<file path="src/common/mmio_pkg.sv">
`default_nettype none

package mmio_pkg;

    // data word of the load/store bus
    typedef logic [63:0] xlen_t;
    // byte address as seen by the core
    typedef logic [31:0] addr_t;
    // one ps/2 scan code
    typedef logic [7:0] scan_t;
    // eight hex digits for the segment display
    typedef logic [31:0] seg_t;
    typedef logic [15:0] led_t;
    // free running cycle counter value
    typedef logic [63:0] rtc_t;

    // store width
    // lanes follow from this and the low address bits
    typedef enum logic [1:0] {
        SZ_B = 2'd0,
        SZ_H = 2'd1,
        SZ_W = 2'd2,
        SZ_D = 2'd3
    } wr_size_e;

    // address map
    localparam addr_t RAM_BASE = 32'h8000_0000;
    localparam addr_t RTC_ADDR = 32'ha000_0048;
    localparam addr_t KBD_ADDR = 32'ha000_0060;
    localparam addr_t SWT_ADDR = 32'ha000_0070;
    localparam addr_t SEG_ADDR = 32'ha000_0080;
    localparam addr_t LED_ADDR = 32'ha000_0090;

    // every peripheral owns one dword
    localparam addr_t PERI_LEN = 32'd8;

endpackage

`default_nettype wire

</file>
<file path="src/keyboard/kbd_fifo.sv">
`default_nettype none

module kbd_fifo #(
    parameter int FIFO_DEPTH = 8
) (
    input  logic            clk,
    input  logic            rst_n,
    input  logic            push,
    input  mmio_pkg::scan_t din,
    input  logic            pop,
    output mmio_pkg::scan_t head,
    output logic            not_empty,
    output logic            overflow
);

    localparam int AW = $clog2(FIFO_DEPTH);

    mmio_pkg::scan_t mem [FIFO_DEPTH];
    // extra msb tells a full buffer from an empty one
    logic [AW:0] wptr;
    logic [AW:0] rptr;
    logic        full;
    logic        empty;
    logic        do_push;
    logic        do_pop;

    assign empty = (wptr == rptr);
    assign full  = (wptr[AW] != rptr[AW]) && (wptr[AW-1:0] == rptr[AW-1:0]);

    // pop on empty ignored
    assign do_pop  = pop && !empty;
    // a full buffer still accepts a code when a slot frees in the same cycle
    assign do_push = push && (!full || do_pop);

    // storage
    always_ff @(posedge clk) begin
        if (do_push) begin
            mem[wptr[AW-1:0]] <= din;
        end
    end

    always_ff @(posedge clk or negedge rst_n) begin
        if (!rst_n) begin
            wptr     <= '0;
            rptr     <= '0;
            overflow <= 1'b0;
        end else begin
            if (do_push) begin
                wptr <= wptr + 1'b1;
            end
            if (do_pop) begin
                rptr <= rptr + 1'b1;
            end
            // sticky until reset
            if (push && !do_push) begin
                overflow <= 1'b1;
            end
        end
    end

    // oldest code shows without a read cycle
    assign head      = mem[rptr[AW-1:0]];
    assign not_empty = !empty;

endmodule

`default_nettype wire

</file>
<file path="config.mk">
export PLATFORM = sky130hd
export DESIGN_NAME = kbd_fifo
export DESIGN_NICKNAME = d
export VERILOG_FILES = /design/src/common/mmio_pkg.sv /design/src/keyboard/kbd_fifo.sv
export SDC_FILE = /design/constraint.sdc
export NUM_CORES = 1
export LEC_CHECK = 0
export BUFFER_PORTS_ARGS = -buffer_cell sky130_fd_sc_hd__buf_2
export CORE_UTILIZATION = 55
export CTS_BUF_LIST = sky130_fd_sc_hd__clkbuf_16
export CTS_CLUSTER_SIZE = 16
export DETAILED_ROUTE_END_ITERATION = 6
export MAX_ROUTING_LAYER = met4
export PLACE_DENSITY = 0.74
export SKIP_LAST_GASP = 1
export SLEW_MARGIN = 20
export SYNTH_ARGS = -nofsm -noshare
export SYNTH_HDL_FRONTEND = slang
export SYNTH_SLANG_ARGS = --single-unit
</file>
<file path="constraint.sdc">
create_clock -name clk -period 2.7 [get_ports clk]
set_input_delay 0.135 -clock clk [delete_from_list [all_inputs] [get_ports clk]]
set_output_delay 0.135 -clock clk [all_outputs]
set_load 0.01 [all_outputs]
</file>
==> out/metrics.cfg <==
[logic_synthesis]
synth_top_area_share_pct=63.3
ys_seq_area_share_pct=70.7
synthAdderAreaFrac_pct=0.824
synth-xor-area-share_pct=3.79
synth-warning-count=0
netlist_area_um2=3040
ys_ff_latch=73
ys_types=33
synth_area_leaders=edfxtp_1 (63%), mux4_2 (12%), dfrtp_1 (7.4%)
synth_top_family_by_area=multiplexers
synth_compound_area_share_pct=2.47
avgSynthCellArea_um2=20.1
synth_largest_area_cell=edfxtp_1
synthSimpleGateAreaFrac_pct=4.32
synthMuxAreaShare_pct=15.6
synthCells=151
syn-num-nets=165

[place]
place_ws_ns=0.366
place.gp.congestion=0.807
dp_hpwl_mm=3.54
place_inst=240
io_buffers=21

[setup_path]
slowest_delay_ns=0.56
arrival_ns=2.17
start_kind=register
r2r-start=wptr[0]
crit_path_max_fanout=19
worstPathCellList=buf_4, mux4_2, mux2_2, buf_2
crit_type=reg -> out
r2r-end=mem[4][5]
reg2regPathDepth=5
critical-path-slowest-cell=mux4_2
reg2reg_slack_ns=0.50
cp-end-kind=output port
cp_num_buf_inv=2
path_delay_family=multiplexers
critPathRequiredTime_ns=2.57

[sta]
finalHoldViolations=0
slew_violations=0
setup-tns-final_ns=0
period_minus_slack_ns=2.30
fin_ws_ns=0.395
period_share_pct=85.4
setup_viol=0
max_freq_ghz=0.434
max_slew_margin_pct=31.7
skew_ns=0.00548
hold_slack_ns=0.0853
rsz0062_at_grt=false
worstMarginPinSlew_ns=1.02

[grt]
grt-ovfl-total=0
grt_max_degree=20
track_usage_pct=22.4
grt_pass1_vias=1556
antenna_found_initial=0
grt_pass1_wl_mm=8.74

[finish]
instances_no_fill=257
multi_input_area_um2=825
nets=196
final_common_cell=edfxtp_1
drive_above_1_share_pct=40.6
regArea_um2=2150
nFillCells=335
syn_to_final_growth_pct=17.3
diodes=0
mostFrequentLayoutCells=edfxtp_1 (64), buf_2 (21), mux4_2 (16)

[floorplan]
io_pins=22
initial_utilization_pct=58.4
die_h_um=76.3
dieArea_um2=5820
rows=26
dieWidth_um=76.3
core_area_um2=5200

[clock_tree]
worstSkewPairLatency_ns=0.32
post_cts_buffers=0
cts_hold_buf=1
clkTransAtPathRegs_ns=0.06
clockBufferDepth=2
cts.sinks=73
cts_buffers=9
ctsResizeCount=0
cts_tree=yes
root_buffer=clkbuf_16
htree_levels=3

[power_and_ir_drop]
p_int_uw=3030
power_per_cell_area_nw_per_um2=1210
sw_frac_of_total_pct=29.7
ir_worst_vdd_v=0.000717
combPwrFrac_pct=31.9
p_clk_share_pct=30.6
power_switching_uw=1280
pwr-share-seq_pct=37.4
power.leakage_uw=0.00124

[drt]
drt-initial-drc-count=129
wl_mm=5.72
wire_per_inst_um=22.2
drc=0
viasPerCell=5.82
antenna_left=0
drt_pass1_iterations=4
via_count=1497

[worst_hold_path]
hp-start=din[2]
min_path_type=in -> reg
hold_end=mem[6][2]
whs_path_depth=1

[run_status]
outcome=finished clean

[flow_run]
max_cap_violations=0

power by group through the flow:
stage               Combinational [uW]  Clock [uW]  Sequential (uW)
floorplan                         1110           0             1540
global placement                  1340           0             1610
detailed placement                1370           0             1630
CTS                               1390        1330             1610
global route                      1470        1380             1630
finish                            1380        1320             1610
metal layers:
layer	routed length [um]	up-vias	track usage, %
met3	206	7	6.35
met2	2970	41	35.0
li1	-	676	-
met4	87	0	9.04
met1	2460	773	27.7
met5	0	-	-
how the worst max path moves through the flow:
stage                  from   endpoint  slack [ns]  cells after the start
floorplan           rptr[0]  mem[4][0]        0.58                      5
global placement    wptr[0]  mem[5][6]        0.53                      5
detailed placement  rptr[3]  mem[0][0]        0.37                      3
CTS                 wptr[0]  mem[0][0]        0.36                      4
global route        rptr[0]    head[3]        0.30                      4
finish              rptr[0]    head[7]        0.40                      4
kinds of logic after synthesis:
logic type,after synthesis
xor gates and xnor gates,8
DFF,73
AOI/OAI and AO/OA,8
muxes,26
and+or+nand+nor,23
buffers and inverters,11
adders and majority gates,2
sequential cells by signal, summed over array words and instances (netlist names):
name / flops
mem: 64
overflow: 1
rptr: 4
wptr: 4
Yosys cell counts, drive strengths merged:
library cell / instances
nand2: 4
ha: 2
buf: 6
a21o: 1
o31ai: 1
nor3: 6
mux4: 16
mux2: 10
clkbuf: 2
o21ai: 1
dfrtp: 9
nand4: 2
xnor2: 8
nand2b: 2
nand3: 1
inv: 3
nor2: 5
edfxtp: 64
o311ai: 3
nor4: 1
and3: 1
a211o: 1
or4: 1
o211ai: 1
final cells by class:
| class | instances | area share, % |
|---|---|---|
| Clock buffer | 9 | 6.32 |
| Multi-Input combinational cell | 67 | 23.1 |
| Timing Repair Buffer | 28 | 4.49 |
| Tap cell | 70 | 2.46 |
| Clock inverter | 7 | 3.05 |
| Sequential cell | 73 | 60.2 |
| Inverter | 3 | 0.316 |
stage by stage:
stage          area, um2  util (%)  power (uW)
2_1_floorplan       3040         -        2660
3_3_place_gp        3220      61.8        2950
3_5_place_dp        3220      61.8        3000
4_1_cts             3560      68.4        4330
5_1_grt             3560      68.5        4490
6_report            3560      68.5        4310
(Power assumes the default switching activity.)
