File: config.mk
export PLATFORM = sky130hd
export DESIGN_NAME = mmio_flat
export DESIGN_NICKNAME = d
export VERILOG_FILES = /design/src/common/mmio_pkg.sv /design/src/common/mem_if.sv /design/src/mmio.sv /design/src/flat_wrapper.sv
export SDC_FILE = /design/constraint.sdc
export NUM_CORES = 1
export LEC_CHECK = 0
export BUFFER_PORTS_ARGS = -buffer_cell sky130_fd_sc_hd__buf_2
export CAP_MARGIN = 25
export CORE_UTILIZATION = 25
export CTS_BUF_LIST = sky130_fd_sc_hd__clkbuf_16
export CTS_CLUSTER_DIAMETER = 30
export DETAILED_ROUTE_END_ITERATION = 10
export SLEW_MARGIN = 20
export SYNTH_ARGS = -nofsm -noshare
export SYNTH_HDL_FRONTEND = slang
export SYNTH_SLANG_ARGS = --single-unit
export TNS_END_PERCENT = 50
File: constraint.sdc
create_clock -name clk -period 3.35 [get_ports clk]
set_input_delay 0.1675 -clock clk [delete_from_list [all_inputs] [get_ports clk]]
set_output_delay 0.1675 -clock clk [all_outputs]
set_load 0.02 [all_outputs]
File: src/common/mmio_pkg.sv
`default_nettype none

package mmio_pkg;

    // data word of the load/store bus
    typedef logic [63:0] xlen_t;
    // byte address as seen by the core
    typedef logic [31:0] addr_t;
    // one ps/2 scan code
    typedef logic [7:0] scan_t;
    // eight hex digits for the segment display
    typedef logic [31:0] seg_t;
    typedef logic [15:0] led_t;
    // free running cycle counter value
    typedef logic [63:0] rtc_t;

    // store width
    // lanes follow from this and the low address bits
    typedef enum logic [1:0] {
        SZ_B = 2'd0,
        SZ_H = 2'd1,
        SZ_W = 2'd2,
        SZ_D = 2'd3
    } wr_size_e;

    // address map
    localparam addr_t RAM_BASE = 32'h8000_0000;
    localparam addr_t RTC_ADDR = 32'ha000_0048;
    localparam addr_t KBD_ADDR = 32'ha000_0060;
    localparam addr_t SWT_ADDR = 32'ha000_0070;
    localparam addr_t SEG_ADDR = 32'ha000_0080;
    localparam addr_t LED_ADDR = 32'ha000_0090;

    // every peripheral owns one dword
    localparam addr_t PERI_LEN = 32'd8;

endpackage

`default_nettype wire

File: src/common/mem_if.sv
`default_nettype none

// load/store strobes between the decoder and the data ram
interface mem_if;

    mmio_pkg::addr_t    waddr;
    mmio_pkg::xlen_t    wdata;
    // already qualified by a ram window hit
    logic               wen;
    mmio_pkg::wr_size_e size;
    mmio_pkg::addr_t    raddr;
    // asynchronous read data
    mmio_pkg::xlen_t    rdata;

    // decoder side
    modport ctrl (output waddr, wdata, wen, size, raddr, input rdata);

    // ram side
    modport ram (input waddr, wdata, wen, size, raddr, output rdata);

endinterface

`default_nettype wire

File: src/mmio.sv
`default_nettype none

module mmio #(
    parameter int RAM_WORDS = 256,
    parameter int RTC_DIV   = 4
) (
    input  logic               clk,
    input  logic               rst_n,
    input  mmio_pkg::addr_t    mem_raddr,
    input  mmio_pkg::addr_t    mem_waddr,
    input  mmio_pkg::xlen_t    mem_wdata,
    input  logic               mem_wen,
    input  logic               mem_ren,
    input  mmio_pkg::wr_size_e wr_size,
    input  mmio_pkg::scan_t    kb_head,
    input  logic               kb_ready,
    input  logic [7:0]         swt,
    mem_if.ctrl                bus,
    output mmio_pkg::xlen_t    mem_rdata,
    output logic               kb_pop,
    output mmio_pkg::seg_t     seg,
    output mmio_pkg::led_t     led
);

    // ram window in bytes
    localparam mmio_pkg::addr_t RAM_LEN = mmio_pkg::addr_t'(8 * RAM_WORDS);
    localparam int DIV_W = (RTC_DIV > 1) ? $clog2(RTC_DIV) : 1;

    logic [DIV_W-1:0] presc;
    mmio_pkg::rtc_t   rtc;

    // unsigned difference so addresses below base wrap high and miss
    function automatic logic hit(mmio_pkg::addr_t a, mmio_pkg::addr_t base,
                                 mmio_pkg::addr_t len);
        return (a - base) < len;
    endfunction

    // loads
    // checked in map order, anything else reads as zero
    always_comb begin
        mem_rdata = '0;
        kb_pop    = 1'b0;
        if (mem_ren) begin
            if (hit(mem_raddr, mmio_pkg::RAM_BASE, RAM_LEN)) begin
                mem_rdata = bus.rdata;
            end else if (hit(mem_raddr, mmio_pkg::KBD_ADDR, mmio_pkg::PERI_LEN)) begin
                // empty buffer reads zero and leaves the pointers alone
                if (kb_ready) begin
                    kb_pop    = 1'b1;
                    mem_rdata = mmio_pkg::xlen_t'(kb_head);
                end
            end else if (hit(mem_raddr, mmio_pkg::SWT_ADDR, mmio_pkg::PERI_LEN)) begin
                mem_rdata = mmio_pkg::xlen_t'(swt);
            end else if (hit(mem_raddr, mmio_pkg::RTC_ADDR, mmio_pkg::PERI_LEN)) begin
                mem_rdata = rtc;
            end
        end
    end

    // ram side of the bus
    assign bus.raddr = mem_raddr;
    assign bus.waddr = mem_waddr;
    assign bus.wdata = mem_wdata;
    assign bus.size  = wr_size;
    // write strobe only inside the ram window
    assign bus.wen   = mem_wen && hit(mem_waddr, mmio_pkg::RAM_BASE, RAM_LEN);

    // stores to the output registers
    // unmapped stores fall through and are lost
    always_ff @(posedge clk or negedge rst_n) begin
        if (!rst_n) begin
            seg <= '0;
            led <= '0;
        end else if (mem_wen) begin
            if (hit(mem_waddr, mmio_pkg::SEG_ADDR, mmio_pkg::PERI_LEN)) begin
                seg <= mem_wdata[31:0];
            end else if (hit(mem_waddr, mmio_pkg::LED_ADDR, mmio_pkg::PERI_LEN)) begin
                led <= mem_wdata[15:0];
            end
        end
    end

    // real-time counter
    // one tick every RTC_DIV edges
    always_ff @(posedge clk or negedge rst_n) begin
        if (!rst_n) begin
            presc <= '0;
            rtc   <= '0;
        end else if (presc == DIV_W'(RTC_DIV - 1)) begin
            presc <= '0;
            rtc   <= rtc + 64'd1;
        end else begin
            presc <= presc + 1'b1;
        end
    end

endmodule

`default_nettype wire

File: src/flat_wrapper.sv
// flat-port wrapper written by rule: the top's interface ports become plain ports
module mmio_flat 
#(
    parameter int RAM_WORDS = 256,
    parameter int RTC_DIV   = 4
)
  (clk, rst_n, mem_raddr, mem_waddr, mem_wdata, mem_wen, mem_ren, wr_size, kb_head, kb_ready, swt, mem_rdata, kb_pop, seg, led, bus_waddr, bus_wdata, bus_wen, bus_size, bus_raddr, bus_rdata);
  mem_if bus_i ();
  input  logic clk;
  input  logic rst_n;
  input  mmio_pkg::addr_t mem_raddr;
  input  mmio_pkg::addr_t mem_waddr;
  input  mmio_pkg::xlen_t mem_wdata;
  input  logic mem_wen;
  input  logic mem_ren;
  input  mmio_pkg::wr_size_e wr_size;
  input  mmio_pkg::scan_t kb_head;
  input  logic kb_ready;
  input  logic [7:0] swt;
  output mmio_pkg::xlen_t mem_rdata;
  output logic kb_pop;
  output mmio_pkg::seg_t seg;
  output mmio_pkg::led_t led;
  output wire logic [$bits(bus_i.waddr)-1:0] bus_waddr;
  output wire logic [$bits(bus_i.wdata)-1:0] bus_wdata;
  output wire logic [$bits(bus_i.wen)-1:0] bus_wen;
  output wire logic [$bits(bus_i.size)-1:0] bus_size;
  output wire logic [$bits(bus_i.raddr)-1:0] bus_raddr;
  input wire logic [$bits(bus_i.rdata)-1:0] bus_rdata;
  assign bus_waddr = bus_i.waddr;
  assign bus_wdata = bus_i.wdata;
  assign bus_wen = bus_i.wen;
  assign bus_size = bus_i.size;
  assign bus_raddr = bus_i.raddr;
  assign bus_i.rdata = bus_rdata;
  mmio #(.RAM_WORDS(RAM_WORDS), .RTC_DIV(RTC_DIV)) u_core (.clk(clk), .rst_n(rst_n), .mem_raddr(mem_raddr), .mem_waddr(mem_waddr), .mem_wdata(mem_wdata), .mem_wen(mem_wen), .mem_ren(mem_ren), .wr_size(wr_size), .kb_head(kb_head), .kb_ready(kb_ready), .swt(swt), .bus(bus_i), .mem_rdata(mem_rdata), .kb_pop(kb_pop), .seg(seg), .led(led));
endmodule
==> impl_metrics.json <==
{
  "yosys-top-cells-count": "buf_4 (130), dfrtp_1 (114), nand4_1 (106)",
  "wl_um": 30600,
  "antenna_found_initial": 1,
  "fin_crit_sh_pct": 95.8,
  "multi_input_area_sq_um": 4830,
  "async_flop_share_pct": 100,
  "cap_violations": 0,
  "cp_data_arrival_time_ns": 3.04,
  "worst-setup-path-type": "primary input to output port",
  "die_x_um": 192,
  "die_area_sq_um": 36700,
  "ant_nets": 0,
  "synth_cells": 1025,
  "synth_area_leaders": "dfrtp_1 (32%), buf_4 (11%), nand4_1 (7.4%)",
  "area.sequential_sq_um": 2850,
  "min_path_type": "primary input to register",
  "synth_nets": 1247,
  "core-area_sq_um": 35500,
  "grt-ovfl-total": 0,
  "cts_buffers": 17,
  "worst_slew_pin_slew_ns": 0.981,
  "synth_area_leader_cell": "dfrtp_1",
  "grt_max_degree": 68,
  "rsz0062_at_grt": "no",
  "place_congestion": 0.918,
  "cts_root_buf": "clkbuf_16",
  "clk_pin_slew_ns": 0.06,
  "drcViolationCount": 0,
  "routedWlPerCell_um": 17.5,
  "cts_tree": "built",
  "pre_cts_ws_ns": -0.118,
  "final_hold_viol_count": 0,
  "vias": 8715,
  "fill_cells": 3746,
  "start_kind": "primary input",
  "fp-row-count": 69,
  "setup_viol": 0,
  "syn2layout_area_growth_pct": 24.6,
  "fin_skew_ns": 0.00833,
  "ys_ff_latch": 114,
  "whs_ns": 0.0212,
  "setup_slack_ns": 0.141,
  "status": "complete, no violations",
  "critPathMaxFanout": 9,
  "grt_pass1_vias": 8229,
  "post_route_cells_drive_above_1_share_pct": 40.5,
  "netlist-cell-type-count": 68,
  "start_util_pct": 25.3,
  "synth_edf_count": 0,
  "relSlewSlack_pct": 34.6,
  "ios": 459,
  "max_freq_ghz": 0.312,
  "cts_setup_buffers": 0,
  "vdd_drop_max_uv": 315,
  "ctsHtreeMaxLevel": 4,
  "cp.required_ns": 3.18,
  "power_density_nw_per_um2": 332,
  "port-buffer-count": 378,
  "dr.pass1.iters": 5,
  "avgViaCountPerCell": 4.98,
  "synth_top_area_share_pct": 31.7,
  "clock_sinks": 114,
  "fin_nets": 1498,
  "end_kind": "output port",
  "clk_latency_ns": 0.41,
  "grt_pass1_wl_um": 46000,
  "syn_area_sq_um": 8990,
  "avgSynthCellArea_sq_um": 8.78,
  "synth_most_common_cell": "buf_4",
  "p_leak_nw": 5.24,
  "hpwl_um": 23600,
  "drt_iter0_markers": 422,
  "cts_buffer_depth": 2,
  "yosys_warnings": 0,
  "ys_seq_area_share_pct": 31.7,
  "grt_use_total_pct": 16.1,
  "finalCriticalPeriod_ns": 3.21,
  "yosys_most_used_dff": "dfrtp_1",
  "ff2ff_setup_slack_ns": 0.62,
  "slew_violations": 0,
  "die_h_um": 192
}
-- state kept, by name, indices dropped and copies added, names as in the netlist --
signal        flops
u_core.led       16
u_core.presc      2
u_core.rtc       64
u_core.seg       32
-- cells by family after synthesis --
group / after synthesis / synth area share, %
flip-flops: 114 / 31.7
AND/OR/NAND/NOR: 422 / 25.5
XOR/XNOR: 85 / 8.28
buffers and inverters: 202 / 15.0
adder cells (fa/ha/maj): 7 / 0.974
multiplexers: 55 / 6.82
AO/OA/AOI/OAI: 140 / 11.7
-- layout by cell type (no fill, tap or decap), types with 8 or more instances in the layout --
cell type | Yosys | routed
a21boi_1 | 52 | 52
a21oi_1 | 12 | 12
a31oi_1 | 15 | 15
a41oi_1 | 8 | 8
and3_1 | 17 | 17
buf_2 | 29 | 377
buf_4 | 130 | 33
clkbuf_16 | 0 | 17
dfrtp_1 | 114 | 114
dlygate4sd3_1 | 0 | 8
inv_1 | 11 | 11
mux2_2 | 50 | 50
nand2_1 | 104 | 104
nand3_1 | 43 | 43
nand4_1 | 106 | 106
nor2_1 | 51 | 51
nor3_1 | 25 | 24
nor4_1 | 18 | 17
o21ai_0 | 17 | 17
xnor2_1 | 49 | 49
xor2_1 | 36 | 36
-- final timing paths --
kind | from | to | cells past startpoint
max reg2reg | u_core.rtc[3] | u_core.rtc[56] | 7
min reg2reg | u_core.presc[0] | u_core.presc[0] | 1
max | mem_raddr[10] | mem_rdata[3] | 10
min in group asynchronous | rst_n | u_core.led[9] | 2
min | mem_wdata[6] | u_core.led[6] | 2
max in group asynchronous | rst_n | u_core.rtc[28] | 3
-- metrics by stage --
step	total power [mW]	std cells	TNS [ns]	utilization [%]	instance area (sq um)
after floorplan	1.79	1025	0	-	8990
after global placement	1.93	1710	-0.178	29.6	10500
after detailed placement	1.93	1710	-0.291	29.6	10500
after CTS	3.77	1750	0	31.5	11200
after global routing	3.88	1751	0	31.6	11200
final	3.72	1751	0	31.6	11200
-- power breakdown --
group	switching, mW	total (mW)	internal (mW)	leakage (nW)
Sequential	0.0000000163	1.38	1.38	1.58
Combinational	0.343	0.540	0.197	3.38
Clock	0.703	1.81	1.10	0.282
-- routing by layer --
metal / global-route usage, % / wire length [um] / up-vias
met1: 19.1 / 12300 / 4173
met3: 2.38 / 1590 / 44
met2: 29.5 / 16000 / 391
met5: 0 / 0 / -
met4: 5.31 / 678 / 0
li1: - / - / 4107
-- layout make-up --
class / count / area share (%)
Antenna cell: 1 / 0.0223
Clock buffer: 17 / 3.80
Clock inverter: 15 / 1.42
Inverter: 11 / 0.368
Multi-Input combinational cell: 709 / 43.1
Sequential cell: 114 / 25.5
Tap cell: 461 / 5.15
Timing Repair Buffer: 423 / 20.7
-- timing repair --
item                                    in CTS  in global routing
endpoints found under the setup margin       4                 13
pin swaps                                    0                  1
gates resized for setup                      1                  4
cloned                                       0                  0
hold endpoints to repair                    72                  0
hold buffers                                 8                  0
-- critical path: stages --
cell	delay [ns]
buf_2	0.10
or4_1	0.77
or4_1	0.48
o21ai_0	0.23
nand4_1	0.22
nor4_4	0.37
buf_4	0.22
nand3_1	0.08
a31oi_1	0.19
buf_2	0.19
No activity file was read; power rests on OpenSTA's default activity.
