<file path="src/common/mmio_pkg.sv">
`default_nettype none

package mmio_pkg;

    // data word of the load/store bus
    typedef logic [63:0] xlen_t;
    // byte address as seen by the core
    typedef logic [31:0] addr_t;
    // one ps/2 scan code
    typedef logic [7:0] scan_t;
    // eight hex digits for the segment display
    typedef logic [31:0] seg_t;
    typedef logic [15:0] led_t;
    // free running cycle counter value
    typedef logic [63:0] rtc_t;

    // store width
    // lanes follow from this and the low address bits
    typedef enum logic [1:0] {
        SZ_B = 2'd0,
        SZ_H = 2'd1,
        SZ_W = 2'd2,
        SZ_D = 2'd3
    } wr_size_e;

    // address map
    localparam addr_t RAM_BASE = 32'h8000_0000;
    localparam addr_t RTC_ADDR = 32'ha000_0048;
    localparam addr_t KBD_ADDR = 32'ha000_0060;
    localparam addr_t SWT_ADDR = 32'ha000_0070;
    localparam addr_t SEG_ADDR = 32'ha000_0080;
    localparam addr_t LED_ADDR = 32'ha000_0090;

    // every peripheral owns one dword
    localparam addr_t PERI_LEN = 32'd8;

endpackage

`default_nettype wire

</file>
<file path="src/keyboard/ps2_rx.sv">
`default_nettype none

module ps2_rx (
    input  logic            clk,
    input  logic            rst_n,
    input  logic            ps2_clk,
    input  logic            ps2_data,
    output mmio_pkg::scan_t code,
    output logic            code_valid
);

    typedef enum logic [1:0] {
        IDLE,
        SHIFT,
        CHECK
    } state_e;

    state_e      state;
    // two flop synchronisers plus one history flop for the clock
    logic [1:0]  clk_sync;
    logic        clk_prev;
    logic [1:0]  data_sync;
    logic        clk_fall;
    // bits taken so far in this frame
    logic [3:0]  bit_cnt;
    // start, data lsb first, parity, stop
    logic [10:0] frame;

    // lines idle high
    always_ff @(posedge clk or negedge rst_n) begin
        if (!rst_n) begin
            clk_sync  <= 2'b11;
            clk_prev  <= 1'b1;
            data_sync <= 2'b11;
        end else begin
            clk_sync  <= {clk_sync[0], ps2_clk};
            clk_prev  <= clk_sync[1];
            data_sync <= {data_sync[0], ps2_data};
        end
    end

    assign clk_fall = clk_prev & ~clk_sync[1];

    // frame shifter
    // new bit enters at the top so the start bit ends in bit 0
    always_ff @(posedge clk) begin
        if (clk_fall && state != CHECK) begin
            frame <= {data_sync[1], frame[10:1]};
        end
    end

    always_ff @(posedge clk or negedge rst_n) begin
        if (!rst_n) begin
            state   <= IDLE;
            bit_cnt <= '0;
        end else begin
            case (state)
                IDLE: begin
                    // first falling edge carries the start bit
                    if (clk_fall) begin
                        bit_cnt <= 4'd1;
                        state   <= SHIFT;
                    end
                end
                SHIFT: begin
                    if (clk_fall) begin
                        // eleventh bit is the stop bit
                        if (bit_cnt == 4'd10) begin
                            state <= CHECK;
                        end
                        bit_cnt <= bit_cnt + 4'd1;
                    end
                end
                default: begin
                    // one cycle to present the code
                    bit_cnt <= '0;
                    state   <= IDLE;
                end
            endcase
        end
    end

    assign code = frame[8:1];

    // start low, odd parity over data and parity, stop high
    assign code_valid = (state == CHECK) && !frame[0] && (^frame[9:1]) && frame[10];

endmodule

`default_nettype wire

</file>
<file path="config.mk">
export PLATFORM = sky130hd
export DESIGN_NAME = ps2_rx
export DESIGN_NICKNAME = d
export VERILOG_FILES = /design/src/common/mmio_pkg.sv /design/src/keyboard/ps2_rx.sv
export SDC_FILE = /design/constraint.sdc
export NUM_CORES = 1
export LEC_CHECK = 0
export BUFFER_PORTS_ARGS = -buffer_cell sky130_fd_sc_hd__buf_2
export CAP_MARGIN = 10
export CORE_UTILIZATION = 54
export DETAILED_ROUTE_END_ITERATION = 10
export PLACE_DENSITY = 0.77
export SYNTH_ARGS = -nofsm -noshare
export SYNTH_HDL_FRONTEND = slang
export SYNTH_SLANG_ARGS = --single-unit
</file>
<file path="constraint.sdc">
create_clock -name clk -period 2.42 [get_ports clk]
set_clock_uncertainty 0.1 [all_clocks]
set_input_delay 0.121 -clock clk [delete_from_list [all_inputs] [get_ports clk]]
set_output_delay 0.121 -clock clk [all_outputs]
set_load 0.02 [all_outputs]
</file>
==> metrics.cfg, run 1 <==
[outcome]
status=finished, final reports clean

[routing]
viasPerCell=5.74
avgRoutedWirePerCell_microns=13.6
drcViolationCount=0
dr.pass1.iters=6
routed_wl_microns=1300
ant_nets=0
dr.first_iter.drc_count=7
via_count=545

[place]
pre_cts_ws_ns=0.811
hpwl_microns=921
portBuffers=12
finalWeightedCongestion=0.764

[power_and_ir_drop]
p_clk_share_pct=21.1
pwr-share-comb_pct=16.6
p_sw_share_pct=26.5
ir_drop_mv=0.467
power_frac_seq_pct=62.3
p_leak_nw=0.439
netSwitchingPower_mw=0.206
cellInternalPower_mw=0.570
powerDensity_nw_per_um2=749

[min_path]
hold_path_class=in2async

[setup_path]
r2r_setup_slack_ns=0.92
critPathCapture=code_valid
cp_data_arrival_time_ns=1.70
cp-end-kind=output port
startpoint=frame[3]$_DFFE_PP_
cpPeakStageDelay_ns=0.44
crit_path_top_delay_cell=edfxtp_1
path_class=reg2out
r2r-start=bit_cnt[0]$_DFFE_PN0P_
critPathLaunchType=flip-flop
cp_cell_sequence=xor2_1, xnor3_1, mux2i_1, buf_2
crit_path_max_fanout=3
required_ns=2.20
rr_worst_depth=4
cp_top_family=XOR/XNOR gates
worst-path-stages=4
reg2reg_to=bit_cnt[1]$_DFFE_PN0P_
critPathBufInv=1

[global_route]
grt_max_degree=13
met1_usage_pct=19.2
gr-usage-met2_pct=26.2
grt_pass1_wl_microns=2160
grt_busiest_layer=met2
grt_pass1_vias=507
grtUsageMet3_pct=4.90
antenna_found_initial=0
track_usage_pct=16.4
grt-ovfl-total=0

[final_layout]
antennaDiodeCount=0
regArea_sq_um=612
multi_input_area_sq_um=273
drive_gt1_share_pct=31.6
fillers=124
area_growth_pct=8.38
fin_nets=86

[clock_tree]
clk_latency_ns=0.30
cts.sinks=22
cts_tree=done
clockBufferDepth=2
htreeDepth=1
clock_tree.root_cell=clkbuf_4
clk_pin_slew_worst_paths_ns=0.11
cts-buffers-inserted=3

[synth]
synthTopCellsByArea=edfxtp_1 35%, dfrtp_1 16%, dfstp_2 14%, buf_4 6.3%, xnor3_1 4.7%
synthesis.nets=74
seq_area_frac_synth_pct=64.0
syn-cell-area_sq_um=956
syn_avg_cell_area_sq_um=14.1
ys_ff_latch=22
synthCells=68
synth_top_area_share_pct=34.6
yosys.area.top_type=edfxtp_1
yosys_warnings=0
ys_types=28

[floorplan]
dieArea_sq_um=1940
die_y_microns=44.1
core_sq_um=1580
ios=13
initial_core_util_pct=60.6
die_w_microns=44.1
row_count=14

[timing]
rsz0062_at_grt=false
hold_viol=0
setup_tns_ns=0
max_slew_margin_pct=82.1
drv_slew=0
fmax_mhz=521
finalCritPeriodShare_pct=79.3
setup_viol=0
fin_crit_ns=1.92
fin_ws_ns=0.500
tightest_slew_ns=0.266

[flow_run]
cap_violations=0

[registers in the layout, indices dropped and copies added (netlist names)]
signal,cells
bit_cnt,4
clk_prev,1
clk_sync,2
data_sync,2
frame,11
state,2
[metrics by stage]
step | hold slack, ns | instance area, sq um | power, mW | utilization [%] | instances
after floorplan | -0.275 | 956 | 0.588 | - | 68
after global placement | -0.105 | 980 | 0.611 | 62.1 | 88
after detailed placement | -0.103 | 980 | 0.620 | 62.1 | 88
after CTS | 0.0887 | 1040 | 0.788 | 65.7 | 95
after global routing | 0.118 | 1040 | 0.823 | 65.7 | 95
final | 0.0920 | 1040 | 0.776 | 65.7 | 95
[how the worst min path moves through the flow]
stage | endpoint | start | slack (ns)
floorplan | bit_cnt[0]$_DFFE_PN0P_ | rst_n | -0.27
global placement | bit_cnt[1]$_DFFE_PN0P_ | rst_n | -0.10
detailed placement | bit_cnt[2]$_DFFE_PN0P_ | rst_n | -0.10
CTS | bit_cnt[2]$_DFFE_PN0P_ | rst_n | 0.09
global route | bit_cnt[0]$_DFFE_PN0P_ | rst_n | 0.12
finish | bit_cnt[2]$_DFFE_PN0P_ | rst_n | 0.09
[repair_timing]
action                    in CTS  in global routing
resized for setup              0                  0
buffers inserted               0                  0
hold buffers                   3                  0
hold endpoints to repair      13                  0
[final cells by class]
| cell class | count | area share, % |
|---|---|---|
| multi-input cells | 35 | 26.3 |
| clock buffers | 4 | 2.54 |
| repair buffers | 16 | 9.42 |
| inverters | 2 | 0.725 |
| flip-flops and latches | 22 | 59.1 |
| well taps | 16 | 1.93 |
[cells in the mapped netlist]
master / instances
a31oi_1: 1
a21oi_1: 4
inv_2: 1
nand2b_4: 1
o31a_1: 1
or4_1: 1
nor2_1: 1
nor2b_1: 2
nand4b_1: 1
xnor3_1: 2
buf_4: 8
or3_2: 1
dfrtp_1: 6
clkbuf_1: 1
inv_1: 1
ha_1: 2
nand2_1: 6
nor4_1: 1
dfstp_2: 5
and4bb_2: 1
nor4bb_1: 1
nand2b_1: 1
xor2_1: 1
nand3_1: 2
mux2i_1: 1
edfxtp_1: 11
o21ai_0: 2
xnor2_1: 2
[per-layer routing]
metal / up-vias / routed length [microns]
met4: 0 / 28
met2: 14 / 643
met1: 271 / 589
met3: 4 / 34
li1: 256 / -
met5: - / 0
[placed cells by master (no fill, tap or decap), types with 2 or more instances in the layout]
master,n
buf_2,12
edfxtp_1,11
nand2_1,6
dfrtp_1,6
dfstp_2,5
a21oi_1,4
clkbuf_4,3
dlygate4sd3_1,3
xnor3_1,2
xnor2_1,2
nor2b_1,2
o21ai_0,2
nand3_1,2
ha_1,2
[power by group through the flow]
stage          logic (mW)  clock network [mW]  registers [mW]
3_5_place_dp        0.129                   0           0.491
4_1_cts             0.132               0.172           0.484
5_1_grt             0.148               0.184           0.491
6_report            0.129               0.164           0.483
2_1_floorplan       0.108                   0           0.480
3_3_place_gp        0.122                   0           0.489
[worst reg2reg max path, cell delays in order, from the launching register on]
cell and delay (ns):
dfrtp_1 0.42, inv_1 0.06, ha_1 0.28, or3_2 0.44, a21oi_1 0.15
[kinds of logic (layout without fill, tap and decap cells)]
kind of cell	after synthesis	in the layout	synth area share [%]
multiplexers	1	1	1.05
AND/OR/NAND/NOR	19	19	12.7
XOR/XNOR	5	5	7.46
flip-flops	22	22	64.0
buffers and inverters	11	22	7.46
adder cells (fa/ha/maj)	2	2	2.62
AO/OA/AOI/OAI	8	8	4.71
No activity file was read; power rests on OpenSTA's default activity.
==> inputs of run 2 (changes only) <==
==> constraint.sdc (replaced) <==
create_clock -name clk -period 1.8 [get_ports clk]
set_clock_uncertainty 0.1 [all_clocks]
set_input_delay 0.09 -clock clk [delete_from_list [all_inputs] [get_ports clk]]
set_output_delay 0.09 -clock clk [all_outputs]
set_load 0.02 [all_outputs]
==> metrics.cfg, run 2 (same netlist as run 1, synthesis figures left out) <==
[outcome]
status=complete, but fails checks
violations=setup timing

[clock_tree]
clock_tree.root_cell=clkbuf_4
cts-buffers-inserted=3  ; unchanged
clk_latency_ns=0.30  ; about the same
cts.sinks=22  ; unchanged
clk_pin_slew_worst_paths_ns=0.11  ; about the same
cts_tree=done
htreeDepth=1  ; unchanged
clockBufferDepth=2  ; unchanged

[place]
pre_cts_ws_ns=0.222  ; -0.589 ns
dpl_cell_area_sq_um=980  ; unchanged
hpwl_microns=921  ; unchanged
finalWeightedCongestion=0.764  ; about the same
portBuffers=12  ; unchanged
dp.cells=88  ; unchanged

[floorplan]
ios=13  ; unchanged
dieArea_sq_um=1940  ; unchanged
initial_core_util_pct=60.6  ; unchanged
row_count=14  ; unchanged
die_w_microns=44.1  ; unchanged
core_sq_um=1580  ; unchanged
die_y_microns=44.1  ; unchanged

[routing]
ant_nets=0  ; unchanged
drcViolationCount=0  ; unchanged
routed_wl_microns=1350  ; +4.4%
viasPerCell=5.76  ; +0.41%
avgRoutedWirePerCell_microns=14.1  ; +3.3%
dr.pass1.iters=6  ; unchanged
via_count=553  ; +1.5%
dr.first_iter.drc_count=7  ; unchanged

[timing]
fin_ws_ns=-0.0659  ; -0.566 ns
drv_slew=0  ; unchanged
setup_viol=1  ; +1
max_slew_margin_pct=82.1  ; unchanged
setup_tns_ns=-0.0659  ; -0.0659 ns
fin_crit_ns=1.87
hold_viol=0  ; unchanged
holdWs_ns=0.0612  ; -0.0308 ns
fmax_mhz=536
tightest_slew_ns=0.266  ; unchanged
rsz0062_at_grt=true
finalCritPeriodShare_pct=104

[power_and_ir_drop]
ir_drop_mv=0.625  ; +34%
p_clk_share_pct=21.0  ; about the same
pwr-share-comb_pct=16.7  ; about the same
netSwitchingPower_mw=0.277  ; +35%
p_leak_nw=0.444  ; +1.1%
power_frac_seq_pct=62.3  ; about the same
cellInternalPower_mw=0.767  ; +35%
p_total_mw=1.04  ; +35%
powerDensity_nw_per_um2=998  ; +33%
p_sw_share_pct=26.5  ; about the same

[global_route]
track_usage_pct=17.2  ; +0.79 points
grt_max_degree=13  ; unchanged
grt_pass1_wl_microns=2260  ; +4.5%
grt_pass1_vias=531  ; +4.7%
antenna_found_initial=0  ; unchanged
grt-ovfl-total=0  ; unchanged

[flow_run]
cap_violations=0  ; unchanged

[final_layout]
fin_cells=96  ; +1.1%
regMostFlops=frame
final_cell_area_sq_um=1050  ; +0.97%
fin_nets=87  ; +1.2%
final_cell_mix=11 x edfxtp_1, 11 x buf_2, 6 x nand2_1, 6 x dfrtp_1, 5 x dfstp_2
reg.largest.list=frame (11), bit_cnt (4)
fillers=125  ; +0.81%
final_util_pct=66.3  ; +0.63 points
multi_input_area_sq_um=273  ; unchanged
antennaDiodeCount=0  ; unchanged
largest_register_ffs=11  ; unchanged
area_growth_pct=9.42
drive_gt1_share_pct=32.5  ; +0.85 points
regArea_sq_um=612  ; unchanged

[setup_path]
critPathLaunchType=flip-flop
required_ns=1.61  ; -0.59 ns
cp_data_arrival_time_ns=1.68  ; -0.02 ns
r2r-start=bit_cnt[0]$_DFFE_PN0P_
cp-end-kind=output port
startpoint=frame[3]$_DFFE_PP_
crit_path_max_fanout=2  ; -1
path_class=reg2out

[min_path]
hold_path_class=in2async

==> run 2: cell types whose count changed in the layout (fill, tap and decap cells not counted) <==
cell   previous run  this run
buf_4             1         3
buf_2            12        11
==> run 2: critical path, stage by stage, from the launching register on <==
cell and delay (ns):
edfxtp_1 0.43, xor2_1 0.18, xnor3_1 0.38, mux2i_1 0.22, buf_4 0.17
==> run 2: per-layer routing <==
layer / up-vias / routed length [microns] / global-route usage (%)
li1: 258 / - / -
met1: 277 / 586 / 19.2
met2: 14 / 701 / 28.8
met3: 4 / 35 / 4.90
met4: 0 / 28 / 10.9
met5: - / 0 / 0
==> run 2: path summary, 6_finish.rpt <==
check	cells past startpoint	slack (ns)	endpoint
min in group clk	0	0.26	data_sync[1]$_DFF_PN1_
min reg2reg	0	0.26	data_sync[1]$_DFF_PN1_
max in group asynchronous	2	1.27	clk_prev$_DFF_PN1_
max	4	-0.07	code_valid
max reg2reg	4	0.30	bit_cnt[1]$_DFFE_PN0P_
min	2	0.06	bit_cnt[2]$_DFFE_PN0P_
==> run 2: what timing repair did <==
action | 4_1_cts | 5_1_grt
hold buffers | 3 | 0
pin swaps | 0 | 0
endpoints found under the hold margin | 13 | 0
resized for setup | 1 | 0
buffers inserted | 1 | 0
setup endpoints to repair | 1 | 1
==> run 2: area by class of cell <==
cell class | instances | area share, %
clock buffer | 4 | 2.51
inverter | 2 | 0.718
multi-input combinational | 35 | 26.1
sequential | 22 | 58.5
tap | 16 | 1.91
timing repair buffer | 17 | 10.3
==> run 2: power groups by stage <==
stage	logic, mW	clock network (mW)	registers [mW]
detailed placement	0.173	0	0.661
CTS	0.179	0.231	0.650
global placement	0.163	0	0.658
global route	0.201	0.249	0.660
finish	0.175	0.220	0.650
floorplan	0.145	0	0.645
